==> config.mk <==
export PLATFORM = sky130hd
export DESIGN_NAME = lc3b_exec_slice
export DESIGN_NICKNAME = d
export VERILOG_FILES = /design/src/hdl/lc3b_pkg.sv /design/src/hdl/alu.sv /design/src/hdl/branch_cc.sv /design/src/hdl/decode.sv /design/src/hdl/lc3b_exec_slice.sv /design/src/hdl/operand_select.sv /design/src/hdl/regfile.sv
export SDC_FILE = /design/constraint.sdc
export NUM_CORES = 1
export LEC_CHECK = 0
export BUFFER_PORTS_ARGS = -buffer_cell sky130_fd_sc_hd__buf_2
export CORE_ASPECT_RATIO = 0.8
export CORE_MARGIN = 3
export CORE_UTILIZATION = 60
export CTS_CLUSTER_SIZE = 14
export DETAILED_ROUTE_END_ITERATION = 8
export MAX_ROUTING_LAYER = met4
export PLACE_DENSITY = 0.78
export SLEW_MARGIN = 20
export SYNTH_ARGS = -nofsm -noshare
export SYNTH_HDL_FRONTEND = slang
export SYNTH_HIERARCHICAL = 1
export SYNTH_SLANG_ARGS = --single-unit
==> constraint.sdc <==
create_clock -name clk -period 4.8 [get_ports clk]
set_input_delay 0.24 -clock clk [delete_from_list [all_inputs] [get_ports clk]]
set_output_delay 0.24 -clock clk [all_outputs]
set_load 0.1 [all_outputs]
==> src/hdl/lc3b_pkg.sv <==
package lc3b_pkg;

localparam int WORD_W = 16;
localparam int REG_W = 3;
localparam int NUM_REGS = 8;
localparam logic [3:0] NO_DEST = 4'b1000; // bit 3 marks an unused register field
localparam logic [2:0] LINK_REG = 3'd7;
localparam logic [15:0] PC_INC = 16'd2;
localparam logic [1:0] PCMUX_SEQ = 2'b00;
localparam logic [1:0] PCMUX_ALU = 2'b01; // jump to alu result
localparam logic [2:0] CC_Z = 3'b010; // codes are {n, z, p}

typedef logic [WORD_W-1:0] lc3b_word;
typedef logic [REG_W-1:0] lc3b_reg;

typedef enum logic [3:0] {
	op_br   = 4'b0000,
	op_add  = 4'b0001,
	op_ldb  = 4'b0010,
	op_stb  = 4'b0011,
	op_jsr  = 4'b0100,
	op_and  = 4'b0101,
	op_ldr  = 4'b0110,
	op_str  = 4'b0111,
	op_rti  = 4'b1000,
	op_not  = 4'b1001,
	op_ldi  = 4'b1010,
	op_sti  = 4'b1011,
	op_jmp  = 4'b1100,
	op_shf  = 4'b1101,
	op_lea  = 4'b1110,
	op_trap = 4'b1111
} lc3b_opcode;

typedef enum logic [2:0] {
	alu_add,
	alu_and,
	alu_not,
	alu_pass,
	alu_sll,
	alu_srl,
	alu_sra
} alu_ops;

typedef enum logic [2:0] {
	srcb_reg      = 3'b000,
	srcb_imm5     = 3'b001,
	srcb_off6     = 3'b010, // shifted left one
	srcb_off9     = 3'b011, // shifted left one
	srcb_off6_raw = 3'b100, // byte access, no shift
	srcb_imm4     = 3'b101, // shift amount
	srcb_off11    = 3'b110  // shifted left one
} srcb_sel_t;

typedef struct packed {
	lc3b_opcode opcode;
	lc3b_reg dr;
	lc3b_reg sr1;
	logic steer; // imm select, or arithmetic flag for shf
	logic [1:0] mid; // upper imm5 bits, bit 1 is shift direction
	lc3b_reg sr2;
} instr_reg_t;

typedef struct packed {
	lc3b_opcode opcode;
	logic [2:0] nzp; // nzp for br, dr or sr for the rest
	lc3b_reg baser;
	logic [5:0] off6; // low part of offset9 together with baser
} instr_off_t;

typedef union packed {
	instr_reg_t rf;
	instr_off_t off;
} lc3b_instr;

typedef struct packed {
	logic srca_pc;
	srcb_sel_t srcb_sel;
	alu_ops aluop;
	logic load_regfile;
	logic load_cc;
	logic mem_read;
	logic mem_write;
	logic mem_byte;
	logic isI;
	logic is_branch;
	logic [1:0] pcmux_sel;
	logic dest_r7;
} control_word;

typedef struct packed {
	lc3b_word pc;
	lc3b_instr instr;
} IF_ID;

typedef struct packed {
	lc3b_word pc;
	lc3b_instr instr;
	lc3b_word srca;
	lc3b_word srcb;
	logic [3:0] destreg;
	control_word ctrl;
} ID_EX;

typedef struct packed {
	logic we;
	lc3b_reg dest;
	lc3b_word data;
} wb_t;

typedef struct packed {
	logic read;
	logic write;
	logic is_byte;
	logic indirect;
	lc3b_word addr;
	lc3b_word wdata;
} mem_req_t;

typedef struct packed {
	logic load;
	lc3b_word target;
} redirect_t;

endpackage

==> src/hdl/alu.sv <==
`timescale 1ns/1ps

module alu (
	input lc3b_pkg::alu_ops aluop,
	input lc3b_pkg::lc3b_word a,
	input lc3b_pkg::lc3b_word b,
	output lc3b_pkg::lc3b_word f
);

logic [3:0] shamt;

assign shamt = b[3:0];

always_comb begin
	case (aluop)
		lc3b_pkg::alu_add:
			f = a + b;
		lc3b_pkg::alu_and:
			f = a & b;
		lc3b_pkg::alu_not:
			f = ~a;
		lc3b_pkg::alu_sll:
			f = a << shamt;
		lc3b_pkg::alu_srl:
			f = a >> shamt;
		lc3b_pkg::alu_sra:
			f = $signed(a) >>> shamt; // sign fill
		default:
			f = a; // pass for jmp and jsrr
	endcase
end

endmodule

==> src/hdl/branch_cc.sv <==
`timescale 1ns/1ps

module branch_cc (
	input logic clk,
	input logic reset,
	input logic stall,
	input lc3b_pkg::ID_EX id_ex,
	input lc3b_pkg::lc3b_word result,
	output lc3b_pkg::redirect_t redirect
);

logic [2:0] cc; // n z p
logic [2:0] cc_next;
logic br_taken;

always_comb begin
	if (result[15])
		cc_next = 3'b100;
	else if (result == '0)
		cc_next = 3'b010;
	else
		cc_next = 3'b001;
end

always_ff @(posedge clk) begin
	if (reset)
		cc <= lc3b_pkg::CC_Z;
	else if (id_ex.ctrl.load_cc && !stall)
		cc <= cc_next;
end

// nzp of 000 never matches, so that br acts as a nop
assign br_taken = id_ex.ctrl.is_branch && |(id_ex.instr.off.nzp & cc);

assign redirect.load = br_taken || (id_ex.ctrl.pcmux_sel == lc3b_pkg::PCMUX_ALU);
assign redirect.target = result;

cc_onehot: assert property (@(posedge clk) disable iff (reset) $onehot(cc));

endmodule

==> src/hdl/decode.sv <==
`timescale 1ns/1ps

module decode (
	input logic clk,
	input logic reset,
	input logic stall,
	input lc3b_pkg::IF_ID if_id,
	output lc3b_pkg::lc3b_reg src_a,
	output lc3b_pkg::lc3b_reg src_b,
	input lc3b_pkg::lc3b_word reg_a,
	input lc3b_pkg::lc3b_word reg_b,
	output lc3b_pkg::ID_EX id_ex
);

lc3b_pkg::lc3b_instr instr;
lc3b_pkg::control_word ctrl;
logic [3:0] destreg;
lc3b_pkg::ID_EX id_ex_next;

assign instr = if_id.instr;
assign src_a = instr.rf.sr1; // also baser

always_comb begin
	src_b = instr.rf.sr2;
	if (instr.rf.opcode inside {lc3b_pkg::op_str, lc3b_pkg::op_stb, lc3b_pkg::op_sti})
		src_b = instr.off.nzp; // store source sits in the dr field
end

always_comb begin
	ctrl.srca_pc = 1'b0;
	ctrl.srcb_sel = lc3b_pkg::srcb_reg;
	ctrl.aluop = lc3b_pkg::alu_add;
	ctrl.load_regfile = 1'b0;
	ctrl.load_cc = 1'b0;
	ctrl.mem_read = 1'b0;
	ctrl.mem_write = 1'b0;
	ctrl.mem_byte = 1'b0;
	ctrl.isI = 1'b0;
	ctrl.is_branch = 1'b0;
	ctrl.pcmux_sel = lc3b_pkg::PCMUX_SEQ;
	ctrl.dest_r7 = 1'b0;
	destreg = lc3b_pkg::NO_DEST;

	case (instr.rf.opcode)
		lc3b_pkg::op_add, lc3b_pkg::op_and: begin
			ctrl.aluop = (instr.rf.opcode == lc3b_pkg::op_and) ?
				lc3b_pkg::alu_and : lc3b_pkg::alu_add;
			ctrl.load_regfile = 1'b1;
			ctrl.load_cc = 1'b1;
			destreg = {1'b0, instr.rf.dr};
			if (instr.rf.steer)
				ctrl.srcb_sel = lc3b_pkg::srcb_imm5;
		end
		lc3b_pkg::op_not: begin
			ctrl.aluop = lc3b_pkg::alu_not;
			ctrl.load_regfile = 1'b1;
			ctrl.load_cc = 1'b1;
			destreg = {1'b0, instr.rf.dr};
		end
		lc3b_pkg::op_shf: begin
			ctrl.srcb_sel = lc3b_pkg::srcb_imm4;
			if (!instr.rf.mid[1])
				ctrl.aluop = lc3b_pkg::alu_sll;
			else if (instr.rf.steer)
				ctrl.aluop = lc3b_pkg::alu_sra;
			else
				ctrl.aluop = lc3b_pkg::alu_srl;
			ctrl.load_regfile = 1'b1;
			ctrl.load_cc = 1'b1;
			destreg = {1'b0, instr.rf.dr};
		end
		lc3b_pkg::op_lea: begin
			ctrl.srca_pc = 1'b1;
			ctrl.srcb_sel = lc3b_pkg::srcb_off9;
			ctrl.load_regfile = 1'b1;
			ctrl.load_cc = 1'b1;
			destreg = {1'b0, instr.rf.dr};
		end
		lc3b_pkg::op_br: begin
			ctrl.srca_pc = 1'b1;
			ctrl.srcb_sel = lc3b_pkg::srcb_off9;
			ctrl.is_branch = 1'b1;
		end
		lc3b_pkg::op_jmp: begin
			ctrl.aluop = lc3b_pkg::alu_pass;
			ctrl.pcmux_sel = lc3b_pkg::PCMUX_ALU;
		end
		lc3b_pkg::op_jsr: begin
			ctrl.pcmux_sel = lc3b_pkg::PCMUX_ALU;
			ctrl.load_regfile = 1'b1;
			ctrl.dest_r7 = 1'b1;
			destreg = {1'b0, lc3b_pkg::LINK_REG};
			if (instr.off.nzp[2]) begin // jsr, pc relative
				ctrl.srca_pc = 1'b1;
				ctrl.srcb_sel = lc3b_pkg::srcb_off11;
			end else begin
				ctrl.aluop = lc3b_pkg::alu_pass; // jsrr
			end
		end
		lc3b_pkg::op_ldr, lc3b_pkg::op_ldi: begin
			ctrl.srcb_sel = lc3b_pkg::srcb_off6;
			ctrl.mem_read = 1'b1;
			ctrl.isI = (instr.rf.opcode == lc3b_pkg::op_ldi);
		end
		lc3b_pkg::op_ldb: begin
			ctrl.srcb_sel = lc3b_pkg::srcb_off6_raw;
			ctrl.mem_read = 1'b1;
			ctrl.mem_byte = 1'b1;
		end
		lc3b_pkg::op_str, lc3b_pkg::op_sti: begin
			ctrl.srcb_sel = lc3b_pkg::srcb_off6;
			ctrl.mem_write = 1'b1;
			ctrl.isI = (instr.rf.opcode == lc3b_pkg::op_sti);
		end
		lc3b_pkg::op_stb: begin
			ctrl.srcb_sel = lc3b_pkg::srcb_off6_raw;
			ctrl.mem_write = 1'b1;
			ctrl.mem_byte = 1'b1;
		end
		default: ; // rti and trap leave a bubble
	endcase
end

always_comb begin
	id_ex_next.pc = if_id.pc;
	id_ex_next.instr = if_id.instr;
	id_ex_next.srca = reg_a;
	id_ex_next.srcb = reg_b;
	id_ex_next.destreg = destreg;
	id_ex_next.ctrl = ctrl;
end

always_ff @(posedge clk) begin
	if (reset) begin
		id_ex.ctrl <= '0; // bubble
		id_ex.destreg <= lc3b_pkg::NO_DEST;
	end else if (!stall) begin
		id_ex <= id_ex_next;
	end
end

dest_marked: assert property (@(posedge clk) disable iff (reset)
	!id_ex.ctrl.load_regfile |-> id_ex.destreg[3]);

endmodule

==> src/hdl/lc3b_exec_slice.sv <==
`timescale 1ns/1ps

module lc3b_exec_slice (
	input logic clk,
	input logic reset,
	input logic stall,
	input lc3b_pkg::IF_ID if_id,
	output lc3b_pkg::wb_t wb,
	output lc3b_pkg::mem_req_t mem_req,
	output lc3b_pkg::redirect_t redirect
);

lc3b_pkg::lc3b_reg src_a;
lc3b_pkg::lc3b_reg src_b;
lc3b_pkg::lc3b_word reg_a;
lc3b_pkg::lc3b_word reg_b;
lc3b_pkg::ID_EX id_ex;
lc3b_pkg::lc3b_word opa;
lc3b_pkg::lc3b_word opb;
lc3b_pkg::lc3b_word alu_f;
lc3b_pkg::wb_t wb_next;
lc3b_pkg::wb_t rf_wb;
lc3b_pkg::mem_req_t mem_req_next;
lc3b_pkg::redirect_t redirect_next;

decode decode_i (.clk, .reset, .stall, .if_id, .src_a, .src_b, .reg_a, .reg_b, .id_ex);

regfile regfile_i (.clk, .reset, .wb(rf_wb), .src_a, .src_b, .reg_a, .reg_b);

operand_select operand_select_i (.id_ex, .opa, .opb);

alu alu_i (.aluop(id_ex.ctrl.aluop), .a(opa), .b(opb), .f(alu_f));

branch_cc branch_cc_i (.clk, .reset, .stall, .id_ex, .result(alu_f), .redirect(redirect_next));

assign wb_next.we = id_ex.ctrl.load_regfile;
assign wb_next.dest = id_ex.destreg[2:0];
assign wb_next.data = id_ex.ctrl.dest_r7 ? (id_ex.pc + lc3b_pkg::PC_INC) : alu_f;

// register file takes the result at the same edge as the output register
always_comb begin
	rf_wb = wb_next;
	rf_wb.we = wb_next.we && !stall;
end

assign mem_req_next.read = id_ex.ctrl.mem_read;
assign mem_req_next.write = id_ex.ctrl.mem_write;
assign mem_req_next.is_byte = id_ex.ctrl.mem_byte;
assign mem_req_next.indirect = id_ex.ctrl.isI;
assign mem_req_next.addr = alu_f;
assign mem_req_next.wdata = id_ex.srcb;

always_ff @(posedge clk) begin
	if (reset) begin
		wb.we <= 1'b0;
		mem_req.read <= 1'b0;
		mem_req.write <= 1'b0;
		redirect.load <= 1'b0;
	end else if (!stall) begin
		wb <= wb_next;
		mem_req <= mem_req_next;
		redirect <= redirect_next;
	end
end

endmodule

==> src/hdl/operand_select.sv <==
`timescale 1ns/1ps

module operand_select (
	input lc3b_pkg::ID_EX id_ex,
	output lc3b_pkg::lc3b_word opa,
	output lc3b_pkg::lc3b_word opb
);

logic [4:0] imm5;
logic [3:0] imm4;
logic [5:0] off6;
logic [8:0] off9;
logic [10:0] off11;

assign imm5 = {id_ex.instr.rf.mid, id_ex.instr.rf.sr2};
assign imm4 = {id_ex.instr.rf.mid[0], id_ex.instr.rf.sr2};
assign off6 = id_ex.instr.off.off6;
assign off9 = {id_ex.instr.off.baser, id_ex.instr.off.off6};
assign off11 = {id_ex.instr.off.nzp[1:0], off9};

assign opa = id_ex.ctrl.srca_pc ? (id_ex.pc + lc3b_pkg::PC_INC) : id_ex.srca;

always_comb begin
	case (id_ex.ctrl.srcb_sel)
		lc3b_pkg::srcb_imm5:
			opb = {{11{imm5[4]}}, imm5};
		lc3b_pkg::srcb_off6:
			opb = {{9{off6[5]}}, off6, 1'b0};
		lc3b_pkg::srcb_off9:
			opb = {{6{off9[8]}}, off9, 1'b0};
		lc3b_pkg::srcb_off6_raw:
			opb = {{10{off6[5]}}, off6};
		lc3b_pkg::srcb_imm4:
			opb = {12'b0, imm4};
		lc3b_pkg::srcb_off11:
			opb = {{4{off11[10]}}, off11, 1'b0};
		default:
			opb = id_ex.srcb; // register operand
	endcase
end

endmodule

==> src/hdl/regfile.sv <==
`timescale 1ns/1ps

module regfile (
	input logic clk,
	input logic reset,
	input lc3b_pkg::wb_t wb,
	input lc3b_pkg::lc3b_reg src_a,
	input lc3b_pkg::lc3b_reg src_b,
	output lc3b_pkg::lc3b_word reg_a,
	output lc3b_pkg::lc3b_word reg_b
);

lc3b_pkg::lc3b_word regs [lc3b_pkg::NUM_REGS];

always_ff @(posedge clk) begin
	if (reset) begin
		for (int i = 0; i < lc3b_pkg::NUM_REGS; i++) begin
			regs[i] <= '0;
		end
	end else if (wb.we) begin
		regs[wb.dest] <= wb.data;
	end
end

// write-through so the next instruction sees the result without forwarding
always_comb begin
	reg_a = regs[src_a];
	if (wb.we && (wb.dest == src_a))
		reg_a = wb.data;
end

always_comb begin
	reg_b = regs[src_b];
	if (wb.we && (wb.dest == src_b))
		reg_b = wb.data;
end

wb_data_known: assert property (@(posedge clk) disable iff (reset)
	wb.we |-> !$isunknown(wb.data));

endmodule

==> reports/results.txt <==
The run finished with clean final reports. The type of the most critical hold path was in2reg. No sink is reached through more buffers than the 3 on the longest clock path. For the pin with the worst max-slew slack, the measured transition is 1032 ps. The first-pass iteration count of the detailed router was 6. STA classifies the critical path startpoint as a register. The worst setup path is captured at a register.

The run gives 2.691 mW as the reported net switching power. The count of nets left with antenna violations once routing finished came out at 0. The region available for standard cell placement spans 27700 sq um. Data arrives at the worst endpoint at 4910 ps.

For this configuration, the core starts out at a cell density of 62.03%. At the end of the flow, the number of nets in the layout was 1576. In the final routed layout, each cell accounts on average for 26.35 microns. The number of clock sinks is 283, and the total number of vias is 12.99k. For this run, the slowest stage of the critical path takes 510 ps. The mean post-synth cell area was 12.27 sq um; the instance area after placement was 18110 sq um. The pin count of the biggest net entering global routing came out at 63. Setup violations remaining at the end of the flow were counted as 0.

The startpoint of the most critical setup path was decode_i/id_ex[71]. Per report_power, the combinational group accounts for 32.4% of the total. The start point of the worst min-delay path was if_id[14]. The internal portion of the total power is 4.815 mW.

The buffering stage count on the worst path with inverters included is 2. From bottom edge to top edge, the die measures 157.4 microns. Wires add up to 50300 microns. The part of the total power dissipated in the clock network was 27.5%. TritonCTS built the clock tree. The tools report the number of top-level pins as 108. Setup repair after global routing left no endpoint under its margin. The leakage power figure was 7.378 nW.

The cell row count was 54. The final standard cell count with taps included and fillers excluded was 1909. The share of total power consumed by net switching came out at 35.85%. The startpoint of the lowest-slack register-to-register path was decode_i/id_ex[71]. The number of global-route vias before repair is 12.37k.

Residual DRC count: 0. The placer congestion estimate is 0.9944, and the post-synthesis net count is 1456. The cell count after placement was 1829; the total number of H-tree levels was 1. Buffers inserted during clock tree synthesis total 28.

The portion of the clock cycle consumed by the worst path in the final layout was 96.29%; the clock-pin slew on the worst setup and hold paths was 70 ps. Global routing used 33.09% of the available tracks. The number of maximum-capacitance constraint violations is 0. The floorplan step defined a die boundary enclosing 30720 sq um.

Count of warnings emitted by yosys: 6. Subtracting the final worst setup slack from the clock period gives 4622 ps. The worst setup path is of the reg2reg kind. Of all nets on the critical path, the largest fanout is 11. For the final database, setup skew stands at 17.77 ps.

From left edge to right edge, the die measures 195.2 microns. The logs give 216.4 MHz for the maximum frequency from static timing analysis and 0 for the number of hold violations in the final report. The tools report the data required time of the worst path as 5090 ps. Root buffer selected by CTS: clkbuf_16. From synthesis to final layout, the design area changed by 12.05%. The number of port buffers is 107. Among all stages on the critical path, the largest delay is contributed by edfxtp_1. Walking the worst path, the cells encountered are ha_1 -> nand4_1 -> nor4_2 -> xnor2_1 -> a21oi_1 -> buf_4 -> mux4_2 -> mux2i_1 -> o2111ai_1 -> a221oi_1 -> nor2_1 -> nor2_1 -> a21oi_1 -> buf_4 -> mux2_2. The clock network latency to the later pin of the worst-skew pair is 550 ps, and the max-slew violation count is 0.

Estimated wirelength of the detail-placed design: 34090 microns. Counting every instance in the synthesized netlist gives 1401. After routing the design area is 19250 sq um. The tools report the number of antenna violations at the first check in global routing as 1.

The first global-routing pass estimated 75150 microns of wire. The netlist area before placement came out at 17180 sq um. Sequential share of power: 40.1%. Dividing the detail-routed via count by the number of cells gives 6.803.

Global routing finished with a remaining overflow of 0. After the first detailed-routing iteration, the DRC count stood at 1978. The power density over cell area came out at 389.8 nW/um^2. Measured against its own limit, the worst slew margin works out to 31.02%. The post-route netlist has 22.68% of its cells at a drive strength greater than 1.

The run gives 0.4327 mV as the worst-case vdd ir drop. The kind of cell with the highest combined delay along the critical path is multiplexers.
-- flip-flops by register name, summed over array words and instances, names as in the netlist --
name / cells
branch_cc_i/cc: 3
decode_i/id_ex: 79
mem_req: 36
redirect: 17
regfile_i/regs: 128
wb: 20
-- worst paths after layout --
check,endpoint,slack (ps),depth (start not counted)
worst max-delay path,decode_i/id_ex[45],180,15
worst min-delay path,decode_i/id_ex[13],140,3
worst max register to register,decode_i/id_ex[45],180,15
worst min register to register,mem_req[33],440,0
-- final cells by class --
cell class	instances	area, sq um
fill	1987	8447
sequential	283	8238
multi-input combinational	969	8229
timing repair buffer	203	1335
clock buffer	44	800.8
tap	364	455.4
inverter	36	135.1
clock inverter	8	56.30
antenna	2	5.005
-- layout by cell type, fill, tap and decap left out, types with 5 or more instances in the layout --
cell,count
nor2_1,112
xor2_1,9
o21ai_1,11
and2_1,129
mux2_4,11
nand4_1,15
a21oi_1,78
clkbuf_1,12
nor3_1,28
mux2_1,12
mux2_2,61
or2_2,8
nand3_1,14
a31oi_1,20
nor4_1,5
nand2b_1,12
mux4_1,61
nand2_1,71
ha_1,19
o211ai_1,8
o22ai_1,9
nor3b_1,5
xnor2_1,37
nor2b_1,12
nor4_2,7
clkbuf_16,28
dlygate4sd3_1,25
o221ai_1,6
inv_1,35
mux2i_1,33
mux4_2,19
edfxtp_1,257
dfxtp_1,26
buf_4,69
buf_2,107
o21ai_0,29
and3_1,6
a22oi_1,14
a21o_1,8
a211oi_1,8
-- metal layers --
layer	up-vias	wire length [microns]	global-route usage (%)
met5	-	0	-
met4	0	897	6.210
met3	83	6630	8.453
met2	919	21740	47.66
met1	6366	21030	48.45
li1	5619	-	-
-- power groups by stage --
stage | sequential, mW | combinational [mW] | clock (mW)
6_report | 3.01 | 2.43 | 2.06
4_1_cts | 3.01 | 2.37 | 2.10
3_3_place_gp | 3.05 | 2.33 | 0
3_5_place_dp | 3.06 | 2.34 | 0
2_1_floorplan | 3.53 | 1.22 | 0
5_1_grt | 3.02 | 2.55 | 2.18
-- what timing repair did --
| item | CTS | global route |
|---|---|---|
| buffers inserted | 0 | 1 |
| hold endpoints to repair | 26 | 0 |
| cloned | 0 | 0 |
| hold buffers | 25 | 0 |
| resized for setup | 2 | 3 |
| pin swaps | 0 | 1 |
| setup endpoints to repair | 2 | 2 |
-- through the flow --
step / TNS, ps / setup WS, ps / power [mW] / hold slack (ps) / utilization, %
CTS: 0 / 136.7 / 7.477 / 111.6 / 69.39
floorplan: 0 / 972.5 / 4.752 / 312.4 / -
finish: 0 / 177.9 / 7.506 / 138.4 / 69.51
global route: 0 / 5.419 / 7.751 / 174.2 / 69.50
detailed placement: -145.9 / -82.83 / 5.401 / 418.3 / 65.37
global placement: -142.2 / -100.6 / 5.373 / 420.7 / 65.37
-- worst reg2reg max path, stage by stage, from the launching register on --
cell and delay (ps):
edfxtp_1 510, ha_1 290, nand4_1 270, nor4_2 260, xnor2_1 160, a21oi_1 260, buf_4 270, mux4_2 460
mux2i_1 310, o2111ai_1 150, a221oi_1 490, nor2_1 220, nor2_1 190, a21oi_1 80, buf_4 180, mux2_2 270
Power figures use the tool's default switching activity.
